===== config.mk =====
export PLATFORM = sky130hd
export DESIGN_NAME = regFile_flat
export DESIGN_NICKNAME = d
export VERILOG_FILES = /design/src/procPkg.sv /design/src/pipeIf.sv /design/src/regFile.sv /design/src/flat_wrapper.sv
export SDC_FILE = /design/constraint.sdc
export NUM_CORES = 1
export LEC_CHECK = 0
export BUFFER_PORTS_ARGS = -buffer_cell sky130_fd_sc_hd__buf_2
export CAP_MARGIN = 10
export CORE_MARGIN = 3
export CORE_UTILIZATION = 27
export CTS_CLUSTER_DIAMETER = 50
export DETAILED_ROUTE_END_ITERATION = 10
export PLACE_DENSITY = 0.38
export SYNTH_ARGS = -nofsm -noshare
export SYNTH_HDL_FRONTEND = slang
export SYNTH_SLANG_ARGS = --single-unit

===== constraint.sdc =====
create_clock -name clk -period 3.68 [get_ports clk]
set_input_delay 0.368 -clock clk [delete_from_list [all_inputs] [get_ports clk]]
set_output_delay 0.368 -clock clk [all_outputs]
set_load 0.05 [all_outputs]

===== src/procPkg.sv =====
// shared types, opcodes and sizes for the pipelined core, imported by every RTL file
package procPkg;

   localparam int IMEM_DEPTH = 256;
   localparam int DMEM_DEPTH = 256;
   localparam int IMEM_AW = 8;
   localparam int DMEM_AW = 8;

   typedef logic [15:0] wordT;
   typedef logic [2:0] regIdxT;

   // register ALU ops share OP_ALU and pick the operation by the function field
   // 00 add, 01 sub, 10 xor, 11 andn
   typedef enum logic [4:0] {
      OP_HALT  = 5'b00000,
      OP_NOP   = 5'b00001,
      OP_J     = 5'b00100,
      OP_JAL   = 5'b00110,
      OP_ADDI  = 5'b01000,
      OP_SUBI  = 5'b01001,
      OP_XORI  = 5'b01010,
      OP_ANDNI = 5'b01011,
      OP_BEQZ  = 5'b01100,
      OP_BNEZ  = 5'b01101,
      OP_ST    = 5'b10000,
      OP_LD    = 5'b10001,
      OP_SLBI  = 5'b10010,
      OP_LBI   = 5'b11000,
      OP_ALU   = 5'b11011
   } opcodeT;

   typedef struct packed {
      opcodeT     op;
      regIdxT     rs;
      regIdxT     rt;
      regIdxT     rd;
      logic [1:0] func;
   } rFmtT;

   // lbi, slbi and the branches join rd and imm into one 8-bit immediate
   typedef struct packed {
      opcodeT     op;
      regIdxT     rs;
      regIdxT     rd;
      logic [4:0] imm;
   } iFmtT;

   typedef struct packed {
      opcodeT      op;
      logic [10:0] disp;
   } jFmtT;

   typedef union packed {
      rFmtT rFmt;
      iFmtT iFmt;
      jFmtT jFmt;
   } instrU;

   // sub is A minus B, andn is A and not B, slbi is (A << 8) | imm8
   typedef enum logic [2:0] {ALU_ADD, ALU_SUB, ALU_XOR, ALU_ANDN, ALU_PASSB, ALU_SLBI} aluOpT;

   typedef enum logic [2:0] {BR_NONE, BR_EQZ, BR_NEZ, BR_JUMP, BR_JAL} branchKindT;

   typedef struct packed {
      aluOpT      aluOp;
      logic       useImm;
      logic       memRead;
      logic       memWrite;
      logic       regWrite;
      branchKindT branchKind;
      logic       halt;
      logic       illegal;
   } ctrlT;

   typedef enum logic [1:0] {FWD_REG, FWD_MEM, FWD_WB} fwdSelT;

endpackage


===== src/pipeIf.sv =====
// write-back bus and execute-to-fetch redirect bus shared by the pipeline stages
`timescale 1ns/100ps

interface wbBus import procPkg::*; ();

   logic   valid;
   logic   regWrite;
   regIdxT wrtReg;
   wordT   wbData;

   modport source (output valid, output regWrite, output wrtReg, output wbData);
   modport sink (input valid, input regWrite, input wrtReg, input wbData);

endinterface



===== src/regFile.sv =====
// eight-entry register file written from the write-back bus, read by decode
`timescale 1ns/100ps

module regFile import procPkg::*; (
   input  logic   clk,
   input  logic   rst,
   input  regIdxT rdAddrA,
   input  regIdxT rdAddrB,
   output wordT   rdDataA,
   output wordT   rdDataB,
   wbBus.sink     wb
);

   wordT regs [8];
   logic wrEn;

   assign wrEn = wb.valid && wb.regWrite;

   always_ff @(posedge clk) begin
      if (rst) begin
         regs <= '{default: '0};
      end else if (wrEn) begin
         regs[wb.wrtReg] <= wb.wbData;
      end
   end

   // write-through so decode sees a value written in this same cycle
   assign rdDataA = (wrEn && wb.wrtReg == rdAddrA) ? wb.wbData : regs[rdAddrA];
   assign rdDataB = (wrEn && wb.wrtReg == rdAddrB) ? wb.wbData : regs[rdAddrB];

   // the write-back register is cleared by the same reset, so nothing writes here
   noWriteInReset: assert property (@(posedge clk)
      rst |=> !wrEn)
      else $error("register write while in reset");

endmodule


===== src/flat_wrapper.sv =====
// flat-port wrapper written by rule: the top's interface ports become plain ports
module regFile_flat import procPkg::*;
  (clk, rst, rdAddrA, rdAddrB, rdDataA, rdDataB, wb_valid, wb_regWrite, wb_wrtReg, wb_wbData);
  wbBus wb_i ();
  input  logic clk;
  input  logic rst;
  input  regIdxT rdAddrA;
  input  regIdxT rdAddrB;
  output wordT rdDataA;
  output wordT rdDataB;
  input wire logic [$bits(wb_i.valid)-1:0] wb_valid;
  input wire logic [$bits(wb_i.regWrite)-1:0] wb_regWrite;
  input wire logic [$bits(wb_i.wrtReg)-1:0] wb_wrtReg;
  input wire logic [$bits(wb_i.wbData)-1:0] wb_wbData;
  assign wb_i.valid = wb_valid;
  assign wb_i.regWrite = wb_regWrite;
  assign wb_i.wrtReg = wb_wrtReg;
  assign wb_i.wbData = wb_wbData;
  regFile u_core (.clk(clk), .rst(rst), .rdAddrA(rdAddrA), .rdAddrB(rdAddrB), .rdDataA(rdDataA), .rdDataB(rdDataB), .wb(wb_i));
endmodule

==> flow_metrics.tcl <==
set metrics [dict create \
    finalCritPeriodShare_pct 78.24 \
    root_buffer "clkbuf_16" \
    tritoncts "built" \
    grt_usage_pct 18.12 \
    drt_wl_total_mm 27.99 \
    area_delta_synth_final_pct 13.12 \
    crit_arrival_ns 2.51 \
    layer_carrying_the_most_global_route_usage "met2" \
    floorplan.die.height_um 173.4 \
    place.detailed.hpwl_mm 15.36 \
    initial_utilization_pct 27.78 \
    dr.pass1.iters 5 \
    drt-wirelength-per-cell_um 24.53 \
    registers.top_by_ff_count "u_core.regs" \
    cts_inserted_buffers 17 \
    cts_post_setup_buffers_inserted 0 \
    ys_seq_area_share_pct 33.85 \
    h_tree_lvl_count 4 \
    power_density_nw_per_um2 399.0 \
    num_vias 6508 \
    std_cell_rows 60 \
    ir_drop_mv 0.2471 \
    die_area_um2 30080 \
    vias_per_cell 5.704 \
    report.final.hold_viol_count 0 \
    initial_antenna_violation_count 2 \
    mappedNetlistNets 797 \
    drt_iter0_markers 546 \
    fp.dieW_um 173.4 \
    finalCriticalPeriod_ns 2.879 \
    setup_total_negative_slack_ns 0 \
    cap_viol_max_count 0 \
    maximum_number_of_pins_on_one_net_before_global_route_repair 65 \
    p_leak_nw 3.262 \
    tritoncts_num_sinks 128 \
    synth_warnings 0 \
    antenna_left 0 \
    worstMarginPinSlew_ns 1.094 \
    setup.reg_to_reg.worst_slack_ns 2.93 \
    clockBufferDepth 2 \
    yosys_register_bits 128 \
    grt_overflow 0 \
    grt_use_met3_pct 4.008 \
    worstRegToRegCells 2 \
    cts_hold_repair.buffers 0 \
    drt_drc_violations_left 0 \
    ys_types 23 \
    grt_use_met1_pct 23.69 \
    post_synth_inst_count 768 \
    share_of_cells_above_drive_strength_1_pct 23.05 \
    timing.critical_path.from_type "primary input" \
    synth.avg_cell_area_um2 9.856 \
    most-common-layout-cells "nand3_1, o21ai_0, a21oi_1, dfxtp_1, mux4_1" \
    routability_cong 0.7226 \
    core_area_um2 27250 \
    area_used_by_sequential_logic_in_the_layout_um2 2562 \
    grt_first_pass_wirelength_mm 41.50 \
    path_class "in2out" \
    final_layout_net_count 784 \
    worst_clock_skew_ns 0 \
    synthesis.area_um2 7570 \
    buffer_ports.inserted 60 \
    design.portCount 61 \
    grt_pass1_vias 6619 \
    required_time_reported_for_the_critical_path_endpoint_ns 3.31 \
    largest_registers "u_core.regs: 128 flops" \
    number_of_fillers_in_the_final_layout 2835 \
    crit-reg2reg-capture "u_core.regs[62]" \
    rsz0062_at_grt "no" \
    relSlewSlack_pct 27.06 \
    multi_input_comb_area_um2 4538 \
    worst-path-max-fanout 18 \
    timing.rr.start "u_core.regs[62]" \
    cts.reportedPaths.clkPinSlew_ns 0.06 \
    critical_path.endpoint "rdDataB[0]" \
    run_status "complete, no violations" \
    min-delay-path-class "in2reg" \
    largest_register_ffs 128 \
    post_cts_resize_count 0 \
    insertion_delay_ns 0.42 \
    holdWs_ns 0.2895 \
    setup.worst_path.end_class "primary output" \
    final_max_slew_viol_count 0 \
    global_route.usage.met2_pct 30.39 \
    setup_violations 0 \
    maximum_frequency_from_static_timing_analysis_ghz 0.3473 \
    setup.worst_path.start "rdAddrB[0]" \
]
[synthesized netlist by cell type]
| library cell | count | area share, % |
|---|---|---|
| buf_2 | 2 | 0.13 |
| and3b_1 | 1 | 0.12 |
| mux4_1 | 64 | 22 |
| mux2_4 | 10 | 2.0 |
| buf_6 | 12 | 1.8 |
| clkbuf_1 | 80 | 4.0 |
| a21oi_1 | 128 | 8.5 |
| nand4_1 | 2 | 0.17 |
| nor2b_1 | 2 | 0.17 |
| or2_2 | 1 | 0.083 |
| nand3_1 | 129 | 8.5 |
| nand2b_1 | 2 | 0.17 |
| nand3b_1 | 1 | 0.099 |
| buf_4 | 2 | 0.20 |
| nor2_1 | 1 | 0.050 |
| and3_1 | 1 | 0.083 |
| nand2_1 | 1 | 0.050 |
| mux2_2 | 54 | 8.0 |
| buf_1 | 11 | 0.55 |
| xnor2_1 | 6 | 0.69 |
| dfxtp_1 | 128 | 34 |
| and2_1 | 2 | 0.17 |
| o21ai_0 | 128 | 8.5 |
[layer usage]
layer  vias to the layer above  wire length, um
met1                      3365            12740
met4                         4              302
li1                       2914                -
met5                         -               27
met2                       198            13470
met3                        27             1444
[report_power, final]
| group | leakage, nW | internal (mW) | total [mW] | switching (mW) |
|---|---|---|---|---|
| Clock | 0.262 | 0.939 | 1.60 | 0.658 |
| Sequential | 1.03 | 1.40 | 1.42 | 0.0117 |
| Combinational | 1.97 | 0.115 | 0.405 | 0.290 |
| Total | 3.26 | 2.46 | 3.42 | 0.959 |
[cell type report]
type                       count  area share (%)
clock inverter                11           1.067
sequential                   128           29.92
antenna                        1         0.02922
multi-input combinational    533           53.00
clock buffer                  21           5.260
timing repair buffer          75           5.289
tap                          372           5.435
[worst min-delay path by stage]
stage                       end              from  cells past startpoint
2_1_floorplan  u_core.regs[100]  u_core.regs[100]                      2
3_3_place_gp    u_core.regs[94]   u_core.regs[94]                      2
3_5_place_dp    u_core.regs[43]   u_core.regs[43]                      2
4_1_cts         u_core.regs[92]     wb_wbData[12]                      3
5_1_grt        u_core.regs[105]      wb_wbData[9]                      3
6_report        u_core.regs[92]     wb_wbData[12]                      3
[worst max-delay path, stage by stage]
cell	delay [ns]
buf_2	0.47
buf_12	0.27
mux4_1	0.58
mux2_2	0.32
mux2_2	0.27
buf_2	0.21
[cell families (layout without fill, tap and decap cells)]
| group | after synthesis | count (layout) | synth area share [%] |
|---|---|---|---|
| AO/OA/AOI/OAI | 256 | 256 | 16.93 |
| XOR/XNOR | 6 | 6 | 0.6942 |
| buffers and inverters | 107 | 107 | 6.628 |
| flip-flops | 128 | 128 | 33.85 |
| multiplexers | 128 | 128 | 32.23 |
| other | 0 | 1 | 0 |
| AND/OR/NAND/NOR | 143 | 143 | 9.669 |
[stage by stage]
step                total power [mW]  setup slack [ns]  util [%]  cell area [um2]  instances
global route                   3.529            0.7588     31.41             8561       1140
floorplan                      1.719             1.472         -             7570        768
global placement               1.842            0.8494     29.43             8019       1108
detailed placement             1.851            0.8203     29.43             8019       1108
finish                         3.417            0.8007     31.42             8563       1141
CTS                            3.453            0.8146     31.41             8561       1140
Note: power is estimated with default switching activity, not from simulation.
