[src/procPkg.sv]
// shared types, opcodes and sizes for the pipelined core, imported by every RTL file
package procPkg;

   localparam int IMEM_DEPTH = 256;
   localparam int DMEM_DEPTH = 256;
   localparam int IMEM_AW = 8;
   localparam int DMEM_AW = 8;

   typedef logic [15:0] wordT;
   typedef logic [2:0] regIdxT;

   // register ALU ops share OP_ALU and pick the operation by the function field
   // 00 add, 01 sub, 10 xor, 11 andn
   typedef enum logic [4:0] {
      OP_HALT  = 5'b00000,
      OP_NOP   = 5'b00001,
      OP_J     = 5'b00100,
      OP_JAL   = 5'b00110,
      OP_ADDI  = 5'b01000,
      OP_SUBI  = 5'b01001,
      OP_XORI  = 5'b01010,
      OP_ANDNI = 5'b01011,
      OP_BEQZ  = 5'b01100,
      OP_BNEZ  = 5'b01101,
      OP_ST    = 5'b10000,
      OP_LD    = 5'b10001,
      OP_SLBI  = 5'b10010,
      OP_LBI   = 5'b11000,
      OP_ALU   = 5'b11011
   } opcodeT;

   typedef struct packed {
      opcodeT     op;
      regIdxT     rs;
      regIdxT     rt;
      regIdxT     rd;
      logic [1:0] func;
   } rFmtT;

   // lbi, slbi and the branches join rd and imm into one 8-bit immediate
   typedef struct packed {
      opcodeT     op;
      regIdxT     rs;
      regIdxT     rd;
      logic [4:0] imm;
   } iFmtT;

   typedef struct packed {
      opcodeT      op;
      logic [10:0] disp;
   } jFmtT;

   typedef union packed {
      rFmtT rFmt;
      iFmtT iFmt;
      jFmtT jFmt;
   } instrU;

   // sub is A minus B, andn is A and not B, slbi is (A << 8) | imm8
   typedef enum logic [2:0] {ALU_ADD, ALU_SUB, ALU_XOR, ALU_ANDN, ALU_PASSB, ALU_SLBI} aluOpT;

   typedef enum logic [2:0] {BR_NONE, BR_EQZ, BR_NEZ, BR_JUMP, BR_JAL} branchKindT;

   typedef struct packed {
      aluOpT      aluOp;
      logic       useImm;
      logic       memRead;
      logic       memWrite;
      logic       regWrite;
      branchKindT branchKind;
      logic       halt;
      logic       illegal;
   } ctrlT;

   typedef enum logic [1:0] {FWD_REG, FWD_MEM, FWD_WB} fwdSelT;

endpackage

[src/pipeIf.sv]


interface redirectBus import procPkg::*; ();

   logic taken;
   wordT target;
   logic flush;
   logic stall;

   // a taken branch or jump squashes the two younger slots
   assign flush = taken;

   modport execute (output taken, output target);
   modport decode (output stall, input taken, input flush);
   modport fetch (input taken, input target, input flush, input stall);

endinterface

[src/fetch.sv]
// fetch stage with the PC, the program memory and the fetch-to-decode register
`timescale 1ns/100ps

module fetch import procPkg::*; (
   input  logic               clk,
   input  logic               rst,
   input  logic               progWrEn,
   input  logic [IMEM_AW-1:0] progAddr,
   input  wordT               progData,
   redirectBus.fetch          redirect,
   input  logic               halted,
   output instrU              instrD,
   output wordT               pcIncD,
   output logic               validD
);

   wordT imem [IMEM_DEPTH];
   wordT pc;
   wordT pcInc;

   assign pcInc = pc + 16'd1;

   // program port is only open while the core is held in reset
   always_ff @(posedge clk) begin
      if (rst && progWrEn) begin
         imem[progAddr] <= progData;
      end
   end

   // PC and the valid bit of the fetch-to-decode register
   always_ff @(posedge clk) begin
      if (rst) begin
         pc <= '0;
         validD <= 1'b0;
      end else if (halted) begin
         // frozen after halt so decode only sees bubbles
         validD <= 1'b0;
      end else if (redirect.taken) begin
         pc <= redirect.target;
         validD <= 1'b0;
      end else if (!redirect.stall) begin
         pc <= pcInc;
         validD <= 1'b1;
      end
   end

   // instruction word and return address for decode
   always_ff @(posedge clk) begin
      if (!redirect.stall) begin
         instrD <= imem[pc[IMEM_AW-1:0]];
         pcIncD <= pcInc;
      end
   end

endmodule

[src/flat_wrapper.sv]
// flat-port wrapper written by rule: the top's interface ports become plain ports
module fetch_flat import procPkg::*;
  (clk, rst, progWrEn, progAddr, progData, halted, instrD, pcIncD, validD, redirect_taken, redirect_target, redirect_stall);
  redirectBus redirect_i ();
  input  logic clk;
  input  logic rst;
  input  logic progWrEn;
  input  logic [IMEM_AW-1:0] progAddr;
  input  wordT progData;
  input  logic halted;
  output instrU instrD;
  output wordT pcIncD;
  output logic validD;
  input wire logic [$bits(redirect_i.taken)-1:0] redirect_taken;
  input wire logic [$bits(redirect_i.target)-1:0] redirect_target;
  input wire logic [$bits(redirect_i.stall)-1:0] redirect_stall;
  assign redirect_i.taken = redirect_taken;
  assign redirect_i.target = redirect_target;
  assign redirect_i.stall = redirect_stall;
  fetch u_core (.clk(clk), .rst(rst), .progWrEn(progWrEn), .progAddr(progAddr), .progData(progData), .redirect(redirect_i), .halted(halted), .instrD(instrD), .pcIncD(pcIncD), .validD(validD));
endmodule
[config.mk]
export PLATFORM = sky130hd
export DESIGN_NAME = fetch_flat
export DESIGN_NICKNAME = d
export VERILOG_FILES = /design/src/procPkg.sv /design/src/pipeIf.sv /design/src/fetch.sv /design/src/flat_wrapper.sv
export SDC_FILE = /design/constraint.sdc
export NUM_CORES = 2
export LEC_CHECK = 0
export ABC_AREA = 0
export BUFFER_PORTS_ARGS = -buffer_cell sky130_fd_sc_hd__buf_2
export CAP_MARGIN = 20
export CORE_MARGIN = 1.5
export CORE_UTILIZATION = 57
export CTS_CLUSTER_DIAMETER = 50
export DETAILED_ROUTE_END_ITERATION = 16
export PLACE_DENSITY_LB_ADDON = 0.05
export SLEW_MARGIN = 5
export SYNTH_ARGS = -nofsm -noshare
export SYNTH_HDL_FRONTEND = slang
export SYNTH_SLANG_ARGS = --single-unit
[constraint.sdc]
create_clock -name clk -period 3 [get_ports clk]
set_clock_uncertainty 0.1 [all_clocks]
set_input_delay 0.6 -clock clk [delete_from_list [all_inputs] [get_ports clk]]
set_output_delay 0.6 -clock clk [all_outputs]
set_load 0.02 [all_outputs]
==> flow_summary.toml <==
[drt]
drc_errors = 0
vias_per_cell = 6.57
postRouteAntennaNets = 0
drt-initial-drc-count = 11700
vias = 86400
wl_per_cell_um = 35.2
drt_first_pass_iters = 6
drt_wl_total_mm = 462

[synth]
seq_area_frac_synth_pct = 77.2
syn_area_mm2 = 0.161
syn-instance-count = 7701
async_flop_share_pct = 0
synth.net_count = 7748
ys_ff_latch = 4145
synth_ff_type = "edfxtp_1"
synth_cell_type_count = 69
syn_avg_cell_area_um2 = 20.9
synth_edf_count = 4128
ys.warnings.count = 0

[die]
die_w_um = 534
num_rows = 194
start_util_pct = 57.4
core-area_mm2 = 0.280
io_pins = 79
die_h_um = 534
die_area_mm2 = 0.285

[clock_tree]
clock_path_buffers = 4
clkTransAtPathRegs_ps = 60
cts_buffers = 438
clk_latency_ps = 990
root_buffer = "clkbuf_16"
cts.sinks = 4145
cts_max_level = 5
cts_tree = "yes"

[setup_path]
critPathRequiredTime_ps = 3600
max_stage_delay_ps = 570
path_cells = "buf_12 > buf_16 > buf_6 > mux4_2 > mux4_2 > a22oi_2 > buf_4 > and3_4 > o32ai_2"
endpoint_kind = "register"
start_kind = "register"
cp_max_fo = 6
critPathTopFamily = "multiplexers"
slowest_stage = "mux4_2"
crit_type = "reg -> reg"
critical_path.most_common_cell = "mux4_2"
cp.arrival_ps = 3910
crit_buf_inv = 4

[global_route]
grtUsageTotal_pct = 32.3
overflow = 0
grt_pass1_vias = 85300
grt_pass1_wl_mm = 647
grt_max_degree = 112
antenna_found_initial = 18

[sta]
slew_headroom_pct = 26.5
setup_violations = 16
hold_viol = 0
fin_crit_sh_pct = 110
timing.fmax_mhz = 302
fin_crit_ps = 3310
slew_violations = 0
fin_ws_ps = -313
max_slew.worst_pin.slew_ps = 1100
fin_setup_tns_ps = -3800
rsz0062_at_grt = "true"

[worst_hold_path]
hold_path.class = "in -> reg"

[power_and_ir_drop]
ir_worst_vdd_mv = 0.514
p_leak_nw = 62.3
powerDensity_mw_per_mm2 = 659
power_mw = 128

[layout]
final_util_pct = 69.2
multi_input_area_mm2 = 0.0350
seqCellArea_mm2 = 0.124
drive_above_1_share_pct = 32.6
syn2layout_area_growth_pct = 20.5
fill_cells = 17700
final_nets = 9090

[placement]
dp_hpwl_mm = 289
gp_congestion = 0.914
port_buffers = 78

[status]
violations = "negative setup slack"
outcome = "complete, but fails checks"

[job]
cap_viol_max_count = 0
[final timing paths]
path / start / to / slack (ps) / depth (start not counted)
worst max-delay path: u_core.pc[0]$_SDFFE_PP0P_ / u_core.instrD[9]$_DFFE_PN_ / -310 / 9
worst min-delay path: progData[4] / u_core.imem[76][4]$_DFFE_PP_ / 50 / 1
worst max register to register: u_core.pc[0]$_SDFFE_PP0P_ / u_core.instrD[9]$_DFFE_PN_ / -310 / 9
worst min register to register: u_core.validD$_SDFFE_PP0N_ / u_core.validD$_SDFFE_PP0N_ / 350 / 1
[report_power, final]
part / internal (mW) / leakage (nW) / total [mW] / switching, mW
registers: 63.8 / 37.3 / 63.9 / 0.123
logic: 4.03 / 18.0 / 9.48 / 5.45
clock network: 31.9 / 7.05 / 54.4 / 22.5
[layout by cell type, fill, tap and decap left out, drive strengths merged, types with 11 or more instances in the layout]
| master | Yosys | layout |
|---|---|---|
| a21oi | 121 | 121 |
| clkinvlp | 0 | 27 |
| edfxtp | 4128 | 4128 |
| nand3 | 69 | 69 |
| nor2 | 434 | 434 |
| o22ai | 101 | 101 |
| mux4 | 751 | 751 |
| nand2b | 21 | 21 |
| or2 | 12 | 12 |
| o31ai | 38 | 38 |
| nand2 | 152 | 152 |
| clkinv | 2 | 191 |
| a311oi | 47 | 47 |
| a211o | 14 | 14 |
| a22oi | 144 | 144 |
| o21ai | 98 | 98 |
| a22o | 13 | 13 |
| o211ai | 11 | 11 |
| a31oi | 37 | 37 |
| o311ai | 15 | 15 |
| diode | 0 | 12 |
| or3 | 35 | 35 |
| dfxtp | 17 | 17 |
| a221o | 54 | 54 |
| buf | 288 | 1336 |
| nor2b | 13 | 13 |
| clkbuf | 181 | 524 |
| bufinv | 0 | 53 |
| inv | 10 | 32 |
| mux2i | 593 | 593 |
| nor3 | 34 | 34 |
| a221oi | 98 | 98 |
| dlygate4sd3 | 2 | 25 |
| a211oi | 32 | 32 |
| mux2 | 45 | 45 |
[layout make-up]
cell class	count	share of cell area, %
Sequential cell	4145	64.1
Clock buffer	517	5.92
Antenna cell	12	0.0155
Multi-Input combinational cell	3068	18.0
Timing Repair Buffer	1378	7.88
Clock inverter	291	1.58
Tap cell	3724	2.40
Inverter	12	0.0284
[synthesized netlist by cell type (all sizes together) (34+ instances only)]
master	number	area share, %
o22ai	101	0.39
a221o	54	0.34
mux2	45	0.31
mux2i	593	3.7
a221oi	98	0.53
o31ai	38	0.18
edfxtp	4128	77
a311oi	47	0.26
buf	288	1.5
nor3	34	0.11
clkbuf	181	0.46
nand2	152	0.35
a21oi	121	0.38
a22oi	144	0.67
a31oi	37	0.14
o21ai	98	0.30
or3	35	0.14
mux4	751	11
nor2	434	1.0
nand3	69	0.22
[metal layers]
metal | GRT usage (%) | up-vias | part of all wire [%]
li1 | - | 35000 | -
met1 | 46.8 | 46000 | 40
met2 | 50.2 | 4691 | 47
met3 | 6.06 | 713 | 9.6
met4 | 11.0 | 10 | 3.5
met5 | 0 | - | 0.014
[registers in the layout, indices dropped and copies added, names as in the netlist]
register and flops:
u_core.pcIncD 16, u_core.validD 1, u_core.imem 4096, u_core.instrD 16
u_core.pc 16
[repair_timing]
action | in CTS | in global routing
pin swaps | 46 | 36
cloned | 16 | 7
hold buffers | 25 | 0
setup endpoints to repair | 25 | 26
setup buffers | 74 | 50
hold endpoints to repair | 257 | 0
resized for setup | 351 | 84
[metrics by stage]
step,cell area [µm²],hold slack (ps),setup WS (ps),cells
after floorplan,161000,345,-149,7701
after global placement,175000,333,-1340,12200
after detailed placement,175000,337,-1120,12200
after CTS,193000,2.42,-271,13100
after global routing,194000,40.9,-303,13100
final,194000,48.6,-313,13100
[cell families after synthesis]
family | after synthesis | share of synthesized area, %
DFF | 4145 | 77.2
muxes | 1389 | 14.6
AOI/OAI and AO/OA | 868 | 3.87
and+or+nand+nor | 800 | 2.14
buffers and inverters | 488 | 2.05
xor gates and xnor gates | 10 | 0.0544
adders and majority gates | 1 | 0.00777
[worst register-to-register path, delay by kind of cell, from the launching register on]
kind                   cells  cell delay (ps)
muxes                      2             1100
buffers and inverters      4              730
AOI/OAI and AO/OA          2              520
DFF                        1              360
and+or+nand+nor            1              240
No activity file was read; power rests on OpenSTA's default activity.
