[src/procPkg.sv]
// shared types, opcodes and sizes for the pipelined core, imported by every RTL file
package procPkg;

   localparam int IMEM_DEPTH = 256;
   localparam int DMEM_DEPTH = 256;
   localparam int IMEM_AW = 8;
   localparam int DMEM_AW = 8;

   typedef logic [15:0] wordT;
   typedef logic [2:0] regIdxT;

   // register ALU ops share OP_ALU and pick the operation by the function field
   // 00 add, 01 sub, 10 xor, 11 andn
   typedef enum logic [4:0] {
      OP_HALT  = 5'b00000,
      OP_NOP   = 5'b00001,
      OP_J     = 5'b00100,
      OP_JAL   = 5'b00110,
      OP_ADDI  = 5'b01000,
      OP_SUBI  = 5'b01001,
      OP_XORI  = 5'b01010,
      OP_ANDNI = 5'b01011,
      OP_BEQZ  = 5'b01100,
      OP_BNEZ  = 5'b01101,
      OP_ST    = 5'b10000,
      OP_LD    = 5'b10001,
      OP_SLBI  = 5'b10010,
      OP_LBI   = 5'b11000,
      OP_ALU   = 5'b11011
   } opcodeT;

   typedef struct packed {
      opcodeT     op;
      regIdxT     rs;
      regIdxT     rt;
      regIdxT     rd;
      logic [1:0] func;
   } rFmtT;

   // lbi, slbi and the branches join rd and imm into one 8-bit immediate
   typedef struct packed {
      opcodeT     op;
      regIdxT     rs;
      regIdxT     rd;
      logic [4:0] imm;
   } iFmtT;

   typedef struct packed {
      opcodeT      op;
      logic [10:0] disp;
   } jFmtT;

   typedef union packed {
      rFmtT rFmt;
      iFmtT iFmt;
      jFmtT jFmt;
   } instrU;

   // sub is A minus B, andn is A and not B, slbi is (A << 8) | imm8
   typedef enum logic [2:0] {ALU_ADD, ALU_SUB, ALU_XOR, ALU_ANDN, ALU_PASSB, ALU_SLBI} aluOpT;

   typedef enum logic [2:0] {BR_NONE, BR_EQZ, BR_NEZ, BR_JUMP, BR_JAL} branchKindT;

   typedef struct packed {
      aluOpT      aluOp;
      logic       useImm;
      logic       memRead;
      logic       memWrite;
      logic       regWrite;
      branchKindT branchKind;
      logic       halt;
      logic       illegal;
   } ctrlT;

   typedef enum logic [1:0] {FWD_REG, FWD_MEM, FWD_WB} fwdSelT;

endpackage

[src/pipeIf.sv]
// write-back bus and execute-to-fetch redirect bus shared by the pipeline stages
`timescale 1ns/100ps

interface wbBus import procPkg::*; ();

   logic   valid;
   logic   regWrite;
   regIdxT wrtReg;
   wordT   wbData;

   modport source (output valid, output regWrite, output wrtReg, output wbData);
   modport sink (input valid, input regWrite, input wrtReg, input wbData);

endinterface

interface redirectBus import procPkg::*; ();

   logic taken;
   wordT target;
   logic flush;
   logic stall;

   // a taken branch or jump squashes the two younger slots
   assign flush = taken;

   modport execute (output taken, output target);
   modport decode (output stall, input taken, input flush);
   modport fetch (input taken, input target, input flush, input stall);

endinterface

[src/execute.sv]
// execute stage with forwarding muxes, ALU, branch resolution and the X/M register
`timescale 1ns/100ps

module execute import procPkg::*; (
   input  logic        clk,
   input  logic        rst,
   input  ctrlT        ctrlX,
   input  wordT        opAX,
   input  wordT        opBX,
   input  wordT        immX,
   input  regIdxT      destX,
   input  wordT        pcIncX,
   input  fwdSelT      fwdAX,
   input  fwdSelT      fwdBX,
   input  logic        validX,
   redirectBus.execute redirect,
   wbBus.sink          wb,
   input  wordT        memResult,
   output ctrlT        ctrlM,
   output wordT        resultM,
   output wordT        storeDataM,
   output regIdxT      destM,
   output logic        validM,
   output logic        memRegWrite,
   output regIdxT      memWrtReg,
   output logic        memMemRead
);

   wordT opA;
   wordT opB;
   wordT aluB;
   wordT aluOut;
   wordT result;
   logic take;

   always_comb begin
      case (fwdAX)
         FWD_MEM: opA = memResult;
         FWD_WB: opA = wb.wbData;
         default: opA = opAX;
      endcase
      case (fwdBX)
         FWD_MEM: opB = memResult;
         FWD_WB: opB = wb.wbData;
         default: opB = opBX;
      endcase
   end

   assign aluB = ctrlX.useImm ? immX : opB;

   always_comb begin
      case (ctrlX.aluOp)
         ALU_SUB: aluOut = opA - aluB;
         ALU_XOR: aluOut = opA ^ aluB;
         ALU_ANDN: aluOut = opA & ~aluB;
         ALU_PASSB: aluOut = aluB;
         ALU_SLBI: aluOut = {opA[7:0], aluB[7:0]};
         default: aluOut = opA + aluB;
      endcase
   end

   // jal returns the address after itself
   assign result = (ctrlX.branchKind == BR_JAL) ? pcIncX : aluOut;

   always_comb begin
      case (ctrlX.branchKind)
         BR_EQZ: take = (opA == '0);
         BR_NEZ: take = (opA != '0);
         BR_JUMP, BR_JAL: take = 1'b1;
         default: take = 1'b0;
      endcase
   end

   // predicted not taken, so any taken control transfer redirects
   assign redirect.taken = validX && take;
   assign redirect.target = pcIncX + immX;

   always_ff @(posedge clk) begin
      if (rst || !validX) begin
         validM <= 1'b0;
         ctrlM <= '0;
      end else begin
         validM <= 1'b1;
         ctrlM <= ctrlX;
      end
   end

   always_ff @(posedge clk) begin
      resultM <= result;
      storeDataM <= opB;
      destM <= destX;
   end

   // memory-stage destination handed back to decode for forwarding
   assign memRegWrite = validM && ctrlM.regWrite;
   assign memWrtReg = destM;
   assign memMemRead = validM && ctrlM.memRead;

endmodule

[src/flat_wrapper.sv]
// flat-port wrapper written by rule: the top's interface ports become plain ports
module execute_flat import procPkg::*;
  (clk, rst, ctrlX, opAX, opBX, immX, destX, pcIncX, fwdAX, fwdBX, validX, memResult, ctrlM, resultM, storeDataM, destM, validM, memRegWrite, memWrtReg, memMemRead, redirect_taken, redirect_target, wb_valid, wb_regWrite, wb_wrtReg, wb_wbData);
  redirectBus redirect_i ();
  wbBus wb_i ();
  input  logic clk;
  input  logic rst;
  input  ctrlT ctrlX;
  input  wordT opAX;
  input  wordT opBX;
  input  wordT immX;
  input  regIdxT destX;
  input  wordT pcIncX;
  input  fwdSelT fwdAX;
  input  fwdSelT fwdBX;
  input  logic validX;
  input  wordT memResult;
  output ctrlT ctrlM;
  output wordT resultM;
  output wordT storeDataM;
  output regIdxT destM;
  output logic validM;
  output logic memRegWrite;
  output regIdxT memWrtReg;
  output logic memMemRead;
  output wire logic [$bits(redirect_i.taken)-1:0] redirect_taken;
  output wire logic [$bits(redirect_i.target)-1:0] redirect_target;
  input wire logic [$bits(wb_i.valid)-1:0] wb_valid;
  input wire logic [$bits(wb_i.regWrite)-1:0] wb_regWrite;
  input wire logic [$bits(wb_i.wrtReg)-1:0] wb_wrtReg;
  input wire logic [$bits(wb_i.wbData)-1:0] wb_wbData;
  assign redirect_taken = redirect_i.taken;
  assign redirect_target = redirect_i.target;
  assign wb_i.valid = wb_valid;
  assign wb_i.regWrite = wb_regWrite;
  assign wb_i.wrtReg = wb_wrtReg;
  assign wb_i.wbData = wb_wbData;
  execute u_core (.clk(clk), .rst(rst), .ctrlX(ctrlX), .opAX(opAX), .opBX(opBX), .immX(immX), .destX(destX), .pcIncX(pcIncX), .fwdAX(fwdAX), .fwdBX(fwdBX), .validX(validX), .redirect(redirect_i), .wb(wb_i), .memResult(memResult), .ctrlM(ctrlM), .resultM(resultM), .storeDataM(storeDataM), .destM(destM), .validM(validM), .memRegWrite(memRegWrite), .memWrtReg(memWrtReg), .memMemRead(memMemRead));
endmodule
[config.mk]
export PLATFORM = sky130hd
export DESIGN_NAME = execute_flat
export DESIGN_NICKNAME = d
export VERILOG_FILES = /design/src/procPkg.sv /design/src/pipeIf.sv /design/src/execute.sv /design/src/flat_wrapper.sv
export SDC_FILE = /design/constraint.sdc
export NUM_CORES = 1
export LEC_CHECK = 0
export ABC_AREA = 1
export BUFFER_PORTS_ARGS = -buffer_cell sky130_fd_sc_hd__buf_2
export CORE_AREA = 5 5 105 107
export CTS_CLUSTER_DIAMETER = 40
export DETAILED_ROUTE_END_ITERATION = 10
export DIE_AREA = 0 0 110 112
export PLACE_DENSITY = 0.81
export SLEW_MARGIN = 20
export SYNTH_ARGS = -nofsm -noshare
export SYNTH_HDL_FRONTEND = slang
export SYNTH_SLANG_ARGS = --single-unit
[constraint.sdc]
create_clock -name clk -period 4.3 [get_ports clk]
set_input_delay 0.645 -clock clk [delete_from_list [all_inputs] [get_ports clk]]
set_output_delay 0.645 -clock clk [all_outputs]
set_load 0.03 [all_outputs]
==> flow_summary.ini <==
[outcome]
status = completed

[die]
die-area_um2 = 12300
num_rows = 37
start_util = 0.486
die_w_um = 110
num_io_pins = 193
die_h_um = 112
core_area_um2 = 10000

[timing]
setup_viol = 0
finalCritPeriodShare = 0.897
rsz0062_at_grt = no
relSlewSlack = 0.490
hold_viol_final = 0
maxSlewViolCount = 0
tns_ps = 0
tightest_slew_ps = 746
max_freq_mhz = 259
holdWs_ps = 423
post-route-min-period_ps = 3860

[logic_synthesis]
yosysUniqueCellTypes = 46
synth.largest_area_cell = dfxtp_1
syn_nets = 941
synth_common_cells = nand2_1 (205), inv_1 (83), nor2_1 (61)
synth-seq-cells = 48
synth_edf_count = 0
synth.most_common_cell = nand2_1
yosysTopAreaCellShare = 0.197
ys.flop_type = dfxtp_1
async_flop_share = 0
syn_area_per_cell_um2 = 6.42
seq_area_frac_synth = 0.197
netlist_area_um2 = 4880
yosys_warnings = 0
ys_top_cells_by_area = dfxtp_1 (20%), nand2_1 (16%), ha_1 (14%)
netlist_instances = 761

[route]
totalWireLength_um = 17000
viasPerCell = 5.36
drt-wirelength-per-cell_um = 15.7
vias = 5811
drtIter0Drc = 459
drc = 0
drtAntennaViolNets = 0
first_pass_iters = 5

[min_path]
whs_endpoint = u_core.destM[0]
worstHoldStart = destX[0]
hold_depth = 1
hold_path.class = in -> reg

[job]
maxCapViolCount = 0

[clock_network]
h-tree-depth = 2
clock_path_buffers = 2
cts.repair.resized = 0
cts_root_buf = clkbuf_8
cts_made_buffers = 5
cts.sinks = 48
path_clk_slew_ps = 90
cts.hold.buffers_added = 0
postCtsSetupRepairBufs = 0
cts_tree = yes

[worst_setup_path]
cp.arrival_ps = 4080
cp-start-kind = input pin
max_stage_delay_ps = 430
critPathKind = in -> reg
worst_setup_path_end_kind = flip-flop
required_ps = 4520
cp_max_fo = 6
cp_slowest_cell = fa_1

[final_layout]
fin_nets = 1128
drive_gt1_frac = 0.260
syn_to_final_growth_pct = 24.7
antenna_cells = 0

[grt]
grtUsageTotal = 0.273
grt_pass1_wl_um = 26700
grt_pass1_vias = 5428
overflow = 0
antenna_found_initial = 3
grt_max_degree = 26

[placed_design]
port_buffers = 187
post-dp-hpwl_um = 14200
gp_congestion = 0.952

[power_and_ir_drop]
p_per_area_nw_per_um2 = 339
ir_drop_v = 0.000268
power.leakage_nw = 3.40
## area by class of cell
cell class              count  area (um2)
repair buffers            205        1070
clock buffers               6        82.6
well taps                 136         170
multi-input cells         597        3420
fillers                   997        3960
clock inverters             2        38.8
inverters                  91         342
flip-flops and latches     48         961
## worst max path at each step
stage / endpoint / cells after the start / slack [ps] / startpoint
after floorplan: u_core.resultM[12] / 24 / 400 / fwdBX[0]
after global placement: u_core.resultM[12] / 25 / 240 / fwdBX[0]
after detailed placement: u_core.resultM[12] / 25 / 180 / fwdBX[0]
after CTS: redirect_taken / 15 / 500 / fwdAX[0]
after global routing: u_core.resultM[12] / 25 / 140 / fwdBX[0]
final: u_core.resultM[12] / 25 / 440 / fwdBX[0]
## power by group
part           switching, mW  internal, mW  total [mW]
logic                  0.775         0.391        1.17
registers             0.0178         0.516       0.534
clock network          0.172         0.191       0.363
## per-layer routing
layer,wire (um),GRT usage
met1,6680,0.341
met2,7660,0.447
met3,2040,0.0765
met4,588,0.0889
met5,31,0
## stage by stage
stage	power (mW)	setup slack [ps]	cell area [um2]	std cells	utilization
after global placement	1.68	240	5970	1077	0.594
after CTS	2.06	504	6090	1085	0.606
after floorplan	1.35	395	4880	761	-
final	2.06	444	6090	1085	0.606
after detailed placement	1.69	178	5970	1077	0.594
after global routing	2.21	143	6090	1085	0.606
## flip-flops by register name, summed over array words and instances, names as in the netlist
name,cells
u_core.resultM,16
u_core.storeDataM,16
u_core.ctrlM,12
u_core.destM,3
u_core.validM,1
## worst max-delay path: cells and delay by family
kind	cells	cell delay, ps
AO/OA/AOI/OAI	5	550
buffers and inverters	7	730
adder cells (fa/ha/maj)	3	1030
AND/OR/NAND/NOR	10	1090
## logic make-up (layout without fill, tap and decap cells)
kind of cell	count (synthesis)	after routing	synth area share
and+or+nand+nor	368	368	0.329
DFF	48	48	0.197
xor gates and xnor gates	31	31	0.0556
buffers and inverters	116	304	0.102
adders and majority gates	57	57	0.149
AOI/OAI and AO/OA	141	141	0.167
## cell usage in the layout, fill, tap and decap left out, types with 10 or more instances in the layout
cell / netlist / layout
ha_1: 55 / 55
xor2_1: 22 / 22
o21ai_0: 46 / 46
inv_1: 83 / 83
buf_2: 7 / 187
nand2_2: 12 / 12
nand3_1: 48 / 48
a31oi_1: 10 / 10
a21oi_1: 43 / 43
o22ai_1: 13 / 13
nand2_1: 205 / 205
buf_4: 6 / 18
nor2_1: 61 / 61
dfxtp_1: 48 / 48
(Power assumes the default switching activity.)
