### src/procPkg.sv
// shared types, opcodes and sizes for the pipelined core, imported by every RTL file
package procPkg;

   localparam int IMEM_DEPTH = 256;
   localparam int DMEM_DEPTH = 256;
   localparam int IMEM_AW = 8;
   localparam int DMEM_AW = 8;

   typedef logic [15:0] wordT;
   typedef logic [2:0] regIdxT;

   // register ALU ops share OP_ALU and pick the operation by the function field
   // 00 add, 01 sub, 10 xor, 11 andn
   typedef enum logic [4:0] {
      OP_HALT  = 5'b00000,
      OP_NOP   = 5'b00001,
      OP_J     = 5'b00100,
      OP_JAL   = 5'b00110,
      OP_ADDI  = 5'b01000,
      OP_SUBI  = 5'b01001,
      OP_XORI  = 5'b01010,
      OP_ANDNI = 5'b01011,
      OP_BEQZ  = 5'b01100,
      OP_BNEZ  = 5'b01101,
      OP_ST    = 5'b10000,
      OP_LD    = 5'b10001,
      OP_SLBI  = 5'b10010,
      OP_LBI   = 5'b11000,
      OP_ALU   = 5'b11011
   } opcodeT;

   typedef struct packed {
      opcodeT     op;
      regIdxT     rs;
      regIdxT     rt;
      regIdxT     rd;
      logic [1:0] func;
   } rFmtT;

   // lbi, slbi and the branches join rd and imm into one 8-bit immediate
   typedef struct packed {
      opcodeT     op;
      regIdxT     rs;
      regIdxT     rd;
      logic [4:0] imm;
   } iFmtT;

   typedef struct packed {
      opcodeT      op;
      logic [10:0] disp;
   } jFmtT;

   typedef union packed {
      rFmtT rFmt;
      iFmtT iFmt;
      jFmtT jFmt;
   } instrU;

   // sub is A minus B, andn is A and not B, slbi is (A << 8) | imm8
   typedef enum logic [2:0] {ALU_ADD, ALU_SUB, ALU_XOR, ALU_ANDN, ALU_PASSB, ALU_SLBI} aluOpT;

   typedef enum logic [2:0] {BR_NONE, BR_EQZ, BR_NEZ, BR_JUMP, BR_JAL} branchKindT;

   typedef struct packed {
      aluOpT      aluOp;
      logic       useImm;
      logic       memRead;
      logic       memWrite;
      logic       regWrite;
      branchKindT branchKind;
      logic       halt;
      logic       illegal;
   } ctrlT;

   typedef enum logic [1:0] {FWD_REG, FWD_MEM, FWD_WB} fwdSelT;

endpackage

### src/pipeIf.sv
// write-back bus and execute-to-fetch redirect bus shared by the pipeline stages
`timescale 1ns/100ps

interface wbBus import procPkg::*; ();

   logic   valid;
   logic   regWrite;
   regIdxT wrtReg;
   wordT   wbData;

   modport source (output valid, output regWrite, output wrtReg, output wbData);
   modport sink (input valid, input regWrite, input wrtReg, input wbData);

endinterface

interface redirectBus import procPkg::*; ();

   logic taken;
   wordT target;
   logic flush;
   logic stall;

   // a taken branch or jump squashes the two younger slots
   assign flush = taken;

   modport execute (output taken, output target);
   modport decode (output stall, input taken, input flush);
   modport fetch (input taken, input target, input flush, input stall);

endinterface

### src/decode.sv
// decode stage with control decode, load-use stall, forwarding select and the D/X register
`timescale 1ns/100ps

module decode import procPkg::*; (
   input  logic       clk,
   input  logic       rst,
   input  instrU      instrD,
   input  wordT       pcIncD,
   input  logic       validD,
   output regIdxT     rdAddrA,
   output regIdxT     rdAddrB,
   input  wordT       rdDataA,
   input  wordT       rdDataB,
   redirectBus.decode redirect,
   input  logic       memRegWrite,
   input  regIdxT     memWrtReg,
   input  logic       memMemRead,
   wbBus.sink         wb,
   output ctrlT       ctrlX,
   output wordT       opAX,
   output wordT       opBX,
   output wordT       immX,
   output regIdxT     destX,
   output wordT       pcIncX,
   output fwdSelT     fwdAX,
   output fwdSelT     fwdBX,
   output logic       validX
);

   ctrlT       ctrl;
   wordT       imm;
   regIdxT     dest;
   logic       useA;
   logic       useB;
   logic [7:0] imm8;
   wordT       imm5S;
   wordT       imm5Z;

   // store data lives in rd of iFmt, which is the rt position of rFmt
   assign rdAddrA = instrD.iFmt.rs;
   assign rdAddrB = instrD.rFmt.rt;
   assign imm8 = {instrD.iFmt.rd, instrD.iFmt.imm};
   assign imm5S = {{11{instrD.iFmt.imm[4]}}, instrD.iFmt.imm};
   assign imm5Z = {11'd0, instrD.iFmt.imm};

   always_comb begin
      ctrl = '0;
      imm = '0;
      dest = instrD.rFmt.rd;
      useA = 1'b0;
      useB = 1'b0;
      case (instrD.rFmt.op)
         OP_HALT: ctrl.halt = 1'b1;
         OP_NOP: begin
         end
         OP_ADDI, OP_SUBI, OP_XORI, OP_ANDNI: begin
            ctrl.useImm = 1'b1;
            ctrl.regWrite = 1'b1;
            dest = instrD.iFmt.rd;
            useA = 1'b1;
            case (instrD.iFmt.op)
               OP_ADDI: ctrl.aluOp = ALU_ADD;
               OP_SUBI: ctrl.aluOp = ALU_SUB;
               OP_XORI: ctrl.aluOp = ALU_XOR;
               default: ctrl.aluOp = ALU_ANDN;
            endcase
            // logic ops zero-extend, arithmetic ops sign-extend
            imm = (instrD.iFmt.op == OP_XORI || instrD.iFmt.op == OP_ANDNI) ? imm5Z : imm5S;
         end
         OP_LD, OP_ST: begin
            ctrl.useImm = 1'b1;
            ctrl.memRead = (instrD.iFmt.op == OP_LD);
            ctrl.memWrite = (instrD.iFmt.op == OP_ST);
            ctrl.regWrite = (instrD.iFmt.op == OP_LD);
            dest = instrD.iFmt.rd;
            imm = imm5S;
            useA = 1'b1;
            useB = (instrD.iFmt.op == OP_ST);
         end
         OP_LBI, OP_SLBI: begin
            ctrl.useImm = 1'b1;
            ctrl.regWrite = 1'b1;
            ctrl.aluOp = (instrD.iFmt.op == OP_LBI) ? ALU_PASSB : ALU_SLBI;
            dest = instrD.iFmt.rs;
            imm = (instrD.iFmt.op == OP_LBI) ? {{8{imm8[7]}}, imm8} : {8'd0, imm8};
            useA = (instrD.iFmt.op == OP_SLBI);
         end
         OP_BEQZ, OP_BNEZ: begin
            ctrl.branchKind = (instrD.iFmt.op == OP_BEQZ) ? BR_EQZ : BR_NEZ;
            imm = {{8{imm8[7]}}, imm8};
            useA = 1'b1;
         end
         OP_J, OP_JAL: begin
            ctrl.branchKind = (instrD.jFmt.op == OP_J) ? BR_JUMP : BR_JAL;
            ctrl.regWrite = (instrD.jFmt.op == OP_JAL);
            dest = 3'd7;
            imm = {{5{instrD.jFmt.disp[10]}}, instrD.jFmt.disp};
         end
         OP_ALU: begin
            ctrl.regWrite = 1'b1;
            useA = 1'b1;
            useB = 1'b1;
            case (instrD.rFmt.func)
               2'b00: ctrl.aluOp = ALU_ADD;
               2'b01: ctrl.aluOp = ALU_SUB;
               2'b10: ctrl.aluOp = ALU_XOR;
               default: ctrl.aluOp = ALU_ANDN;
            endcase
         end
         default: ctrl.illegal = 1'b1;
      endcase
   end

   // a load in execute cannot feed the next instruction in time
   assign redirect.stall = validD && validX && ctrlX.memRead &&
                           ((useA && destX == rdAddrA) || (useB && destX == rdAddrB));

   // the producer in execute moves to memory, the one in memory moves to write-back
   function automatic fwdSelT pickFwd(regIdxT src);
      if (validX && ctrlX.regWrite && destX == src) begin
         return FWD_MEM;
      end else if (memRegWrite && memWrtReg == src) begin
         return FWD_WB;
      end
      return FWD_REG;
   endfunction

   always_ff @(posedge clk) begin
      if (rst || redirect.flush || redirect.stall || !validD) begin
         validX <= 1'b0;
         ctrlX <= '0;
         fwdAX <= FWD_REG;
         fwdBX <= FWD_REG;
      end else begin
         validX <= 1'b1;
         ctrlX <= ctrl;
         fwdAX <= pickFwd(rdAddrA);
         fwdBX <= pickFwd(rdAddrB);
      end
   end

   always_ff @(posedge clk) begin
      opAX <= rdDataA;
      opBX <= rdDataB;
      immX <= imm;
      destX <= dest;
      pcIncX <= pcIncD;
   end

   noStallOnTaken: assert property (@(posedge clk) disable iff (rst)
      !(redirect.stall && redirect.taken))
      else $error("stall and taken high together");

   // the load that caused a stall is in the memory stage one cycle later
   stallLoadMoves: assert property (@(posedge clk) disable iff (rst)
      redirect.stall |=> memMemRead)
      else $error("stalled load did not reach the memory stage");

   // a write-back forward needs a producer actually writing in that stage
   wbFwdHasWriter: assert property (@(posedge clk) disable iff (rst)
      validX && (fwdAX == FWD_WB || fwdBX == FWD_WB) |-> wb.regWrite)
      else $error("write-back forward without a writer");

endmodule

### src/flat_wrapper.sv
// flat-port wrapper written by rule: the top's interface ports become plain ports
module decode_flat import procPkg::*;
  (clk, rst, instrD, pcIncD, validD, rdAddrA, rdAddrB, rdDataA, rdDataB, memRegWrite, memWrtReg, memMemRead, ctrlX, opAX, opBX, immX, destX, pcIncX, fwdAX, fwdBX, validX, redirect_stall, redirect_taken, wb_valid, wb_regWrite, wb_wrtReg, wb_wbData);
  redirectBus redirect_i ();
  wbBus wb_i ();
  input  logic clk;
  input  logic rst;
  input  instrU instrD;
  input  wordT pcIncD;
  input  logic validD;
  output regIdxT rdAddrA;
  output regIdxT rdAddrB;
  input  wordT rdDataA;
  input  wordT rdDataB;
  input  logic memRegWrite;
  input  regIdxT memWrtReg;
  input  logic memMemRead;
  output ctrlT ctrlX;
  output wordT opAX;
  output wordT opBX;
  output wordT immX;
  output regIdxT destX;
  output wordT pcIncX;
  output fwdSelT fwdAX;
  output fwdSelT fwdBX;
  output logic validX;
  output wire logic [$bits(redirect_i.stall)-1:0] redirect_stall;
  input wire logic [$bits(redirect_i.taken)-1:0] redirect_taken;
  input wire logic [$bits(wb_i.valid)-1:0] wb_valid;
  input wire logic [$bits(wb_i.regWrite)-1:0] wb_regWrite;
  input wire logic [$bits(wb_i.wrtReg)-1:0] wb_wrtReg;
  input wire logic [$bits(wb_i.wbData)-1:0] wb_wbData;
  assign redirect_stall = redirect_i.stall;
  assign redirect_i.taken = redirect_taken;
  assign wb_i.valid = wb_valid;
  assign wb_i.regWrite = wb_regWrite;
  assign wb_i.wrtReg = wb_wrtReg;
  assign wb_i.wbData = wb_wbData;
  decode u_core (.clk(clk), .rst(rst), .instrD(instrD), .pcIncD(pcIncD), .validD(validD), .rdAddrA(rdAddrA), .rdAddrB(rdAddrB), .rdDataA(rdDataA), .rdDataB(rdDataB), .redirect(redirect_i), .memRegWrite(memRegWrite), .memWrtReg(memWrtReg), .memMemRead(memMemRead), .wb(wb_i), .ctrlX(ctrlX), .opAX(opAX), .opBX(opBX), .immX(immX), .destX(destX), .pcIncX(pcIncX), .fwdAX(fwdAX), .fwdBX(fwdBX), .validX(validX));
endmodule
### config.mk
export PLATFORM = sky130hd
export DESIGN_NAME = decode_flat
export DESIGN_NICKNAME = d
export VERILOG_FILES = /design/src/procPkg.sv /design/src/pipeIf.sv /design/src/decode.sv /design/src/flat_wrapper.sv
export SDC_FILE = /design/constraint.sdc
export NUM_CORES = 1
export LEC_CHECK = 0
export ABC_AREA = 1
export BUFFER_PORTS_ARGS = -buffer_cell sky130_fd_sc_hd__buf_2
export CAP_MARGIN = 10
export CORE_ASPECT_RATIO = 1.4
export CORE_MARGIN = 8
export CORE_UTILIZATION = 42
export CTS_CLUSTER_SIZE = 28
export DETAILED_ROUTE_END_ITERATION = 6
export PLACE_DENSITY = 0.84
export SYNTH_ARGS = -nofsm -noshare
export SYNTH_HDL_FRONTEND = slang
export SYNTH_SLANG_ARGS = --single-unit
### constraint.sdc
create_clock -name clk -period 3.88 [get_ports clk]
set_input_delay 0.776 -clock clk [delete_from_list [all_inputs] [get_ports clk]]
set_output_delay 0.776 -clock clk [all_outputs]
set_load 0.02 [all_outputs]
==> impl_summary.log <==
[metrics] initial standard-cell utilization of the core: 43.7%
[metrics] PwrDens: 496 nW/um^2
[metrics] cell count after synthesis: approximately 250
[metrics] antenna violation net count after detailed routing: 0
[metrics] Yosys cell types: 26
[metrics] kind of end point of the critical path: primary output
[metrics] fraction of layout instances using a drive strength above 1: 45.7%
[metrics] crit path launch type: input port
[metrics] Lkg Pwr: 0.00187 uW
[metrics] worst hold path class: reg2reg
[metrics] time the worst path needs with I/O delays and setup: 2.74 ns
[metrics] buffers added on ports: 162
[metrics] critical path data required time: 3.10 ns
[metrics] number of antenna repair diodes: 0
[metrics] fmax: 364 MHz
[metrics] total half-perimeter wirelength after legalization and detailed placement: approximately 6.7 mm
[metrics] routed metal-1 wire length: 2.34 mm
[metrics] synth warn: 0
[metrics] final hold viol count: 0
[metrics] Met2 Routed Length: approximately 4.4 mm
[metrics] vertical extent of the die: 106 um
[metrics] critical hold path startpoint: u_core.ctrlX[5]
[metrics] placeable core region: 5530 sq um
[metrics] clock tree from TritonCTS: built
[metrics] global placer's final weighted congestion: about 1
[metrics] transition time of the tightest slew-check pin: 0.555 ns
[metrics] cell at the root of the clock tree: sky130_fd_sc_hd__clkbuf_8
[metrics] cell accounting for the most synthesized area: sky130_fd_sc_hd__dfxtp_1
[metrics] level count of the clock H-tree: 3
[metrics] area of the mapped netlist: ~2400 sq um
[metrics] DR top layer: met5
[metrics] horizontal extent of the die: 80.1 um
[metrics] leading cell types in the layout, fill and taps excluded: sky130_fd_sc_hd__buf_2, sky130_fd_sc_hd__dfxtp_1, sky130_fd_sc_hd__nand2_1
[metrics] Critical path origin: instrD[12]
[metrics] global-route wire length before repair: 12.0 mm
[metrics] Relative slew margins: a little over three fifths
[metrics] detail-routed net length per standard cell: approximately 17 um
[metrics] post-detailed-route via-to-cell ratio: 4.75
[metrics] maximum fanout along the worst path: 5
[metrics] Post-CTS Resized: 0
[metrics] initial antenna violation count: 5
[metrics] post-placement cell area: 3220 sq um
[metrics] layout overhead on the synthesized area: 41.7%
[metrics] pin count of the biggest net entering global routing: 18
[metrics] Finished Cell Area: ~3400 sq um
[metrics] worst-case clock buffer depth: 2
[metrics] total die area: 8470 sq um
[metrics] result of the run: complete, no violations
[metrics] accumulated negative setup slack: 0 ns
[metrics] syn_nets: approximately 340
[metrics] final worst clock skew: 0.00303 ns
[metrics] DR vias: 2290
[metrics] Clock Pin Slew Worst Setup and Hold Paths: 0.08 ns
[metrics] worst setup path class: in2out
[metrics] global-route total usage across every layer: about a fifth
[metrics] final net count: 503
[metrics] number of global-route vias before repair: 2258
[metrics] share of the synthesized area in the top cell type: between 60 and 70%
[metrics] Max VDD drop: 0.000222 V
[metrics] pins over their slew limit: 0
[metrics] top cells by area in the synthesized netlist: sky130_fd_sc_hd__dfxtp_1, sky130_fd_sc_hd__nand2_1, sky130_fd_sc_hd__nor2_1
[metrics] I/O pin total: 185
[metrics] worst path arrival time: 1.97 ns
[metrics] share of the yosys chip area belonging to registers: 65.5%
[metrics] total overflow reported by the global router: 0
[metrics] post-CTS repair timing setup buffer count: 0
[metrics] worst hold margin: 0.529 ns
[metrics] syn avg cell area: approximately 9.7 sq um
[metrics] number of clock sinks: slightly below 80
[metrics] cts bufs inserted: 9
[metrics] remaining design rule violation count: 0
[metrics] post-detailed-routing wire length: 8.21 mm
[metrics] Std-Cell Rows: 32
[metrics] clk_lat worst skew: approximately 0.34 ns
[metrics] DR pass1 iterations: 4
[metrics] # hold bufs at CTS: 0
[metrics] RSZ-0062 raised after global routing: no
[metrics] number of max-capacitance violations reported: 0
[metrics] startpoint of the most critical register-to-register path: u_core.destX[1]
[metrics] Finish-stage setup viols: 0
[metrics] most common library cell in the layout ignoring fill and taps: sky130_fd_sc_hd__buf_2
[metrics] flip-flop and latch count after synthesis: 79
[metrics] DR WL met3: 1.27 mm
[metrics] initial DRC count: 126
[metrics] Final period util: 70.7%
-- state kept, by name, indices dropped and copies added, names as in the netlist --
register	cells
u_core.ctrlX	12
u_core.opAX	16
u_core.fwdBX	2
u_core.validX	1
u_core.immX	11
u_core.fwdAX	2
u_core.destX	3
u_core.opBX	16
u_core.pcIncX	16
-- path summary, 6_finish.rpt --
| check | to | slack [ns] | depth (start not counted) |
|---|---|---|---|
| max | redirect_stall | 1.14 | 11 |
| min | u_core.fwdBX[0] | 0.53 | 2 |
| max reg2reg | u_core.ctrlX[8] | 2.49 | 7 |
| min reg2reg | u_core.fwdBX[0] | 0.53 | 2 |
-- area by class of cell --
| class | count | area [sq um] |
|---|---|---|
| clock inverters | 6 | 67.6 |
| inverters | 32 | 120 |
| multi-input cells | 125 | 619 |
| clock buffers | 10 | 138 |
| repair buffers | 162 | 811 |
| flip-flops and latches | 79 | 1580 |
| well taps | 68 | 85.1 |
| fillers | 468 | 2100 |
-- per-layer routing --
layer	vias up	track usage, %
li1	1083	-
met1	1036	14.9
met2	136	34.8
met3	25	11.5
met4	10	7.31
met5	-	0
-- cells by family after synthesis --
| group | after synthesis | share of synthesized area, % |
|---|---|---|
| DFF | 79 | 65.5 |
| xor gates and xnor gates | 8 | 2.90 |
| and+or+nand+nor | 95 | 17.5 |
| buffers and inverters | 44 | 8.86 |
| AOI/OAI and AO/OA | 22 | 5.23 |
-- through the flow --
step	total power, uW	worst slack [ns]	util, %	instances
floorplan	1010	1.57	-	248
global placement	1100	1.22	58.2	466
detailed placement	1110	1.15	58.2	466
CTS	1710	1.15	61.9	482
global route	1770	0.966	61.9	482
finish	1700	1.14	61.9	482
-- critical path, cell delays in order --
cell                      delay [ns]
sky130_fd_sc_hd__buf_2          0.13
sky130_fd_sc_hd__nor2_1         0.31
sky130_fd_sc_hd__nand3_1        0.13
sky130_fd_sc_hd__nand2_1        0.09
sky130_fd_sc_hd__nor2_1         0.04
sky130_fd_sc_hd__nand2_1        0.07
sky130_fd_sc_hd__nand2_1        0.05
sky130_fd_sc_hd__nand2_1        0.09
sky130_fd_sc_hd__nand2_2        0.07
sky130_fd_sc_hd__inv_1          0.05
sky130_fd_sc_hd__buf_2          0.15
-- power by group --
part	switching, uW	leakage [uW]	total (uW)	internal, uW
Clock	293	0.0000993	611	318
Combinational	144	0.00111	222	78.3
Sequential	13.8	0.000658	865	851
-- synthesized netlist by cell type --
cell type,number
sky130_fd_sc_hd__inv_2,1
sky130_fd_sc_hd__nand3_2,1
sky130_fd_sc_hd__nor3_2,1
sky130_fd_sc_hd__nand2_1,36
sky130_fd_sc_hd__and3_2,1
sky130_fd_sc_hd__nor3_1,6
sky130_fd_sc_hd__nor2_2,1
sky130_fd_sc_hd__nand2_4,1
sky130_fd_sc_hd__dfxtp_1,79
sky130_fd_sc_hd__nand2_2,2
sky130_fd_sc_hd__nand3_1,11
sky130_fd_sc_hd__a21oi_1,8
sky130_fd_sc_hd__nor2_4,1
sky130_fd_sc_hd__buf_6,1
sky130_fd_sc_hd__o21ai_2,1
sky130_fd_sc_hd__inv_1,31
sky130_fd_sc_hd__o2111ai_1,1
sky130_fd_sc_hd__nand4_1,1
sky130_fd_sc_hd__xor2_1,8
sky130_fd_sc_hd__a21oi_2,1
sky130_fd_sc_hd__nor3b_1,1
sky130_fd_sc_hd__a211oi_1,1
sky130_fd_sc_hd__o21ai_0,8
sky130_fd_sc_hd__buf_4,11
sky130_fd_sc_hd__nor2_1,32
sky130_fd_sc_hd__o22ai_1,2
No activity file was read; power rests on OpenSTA's default activity.
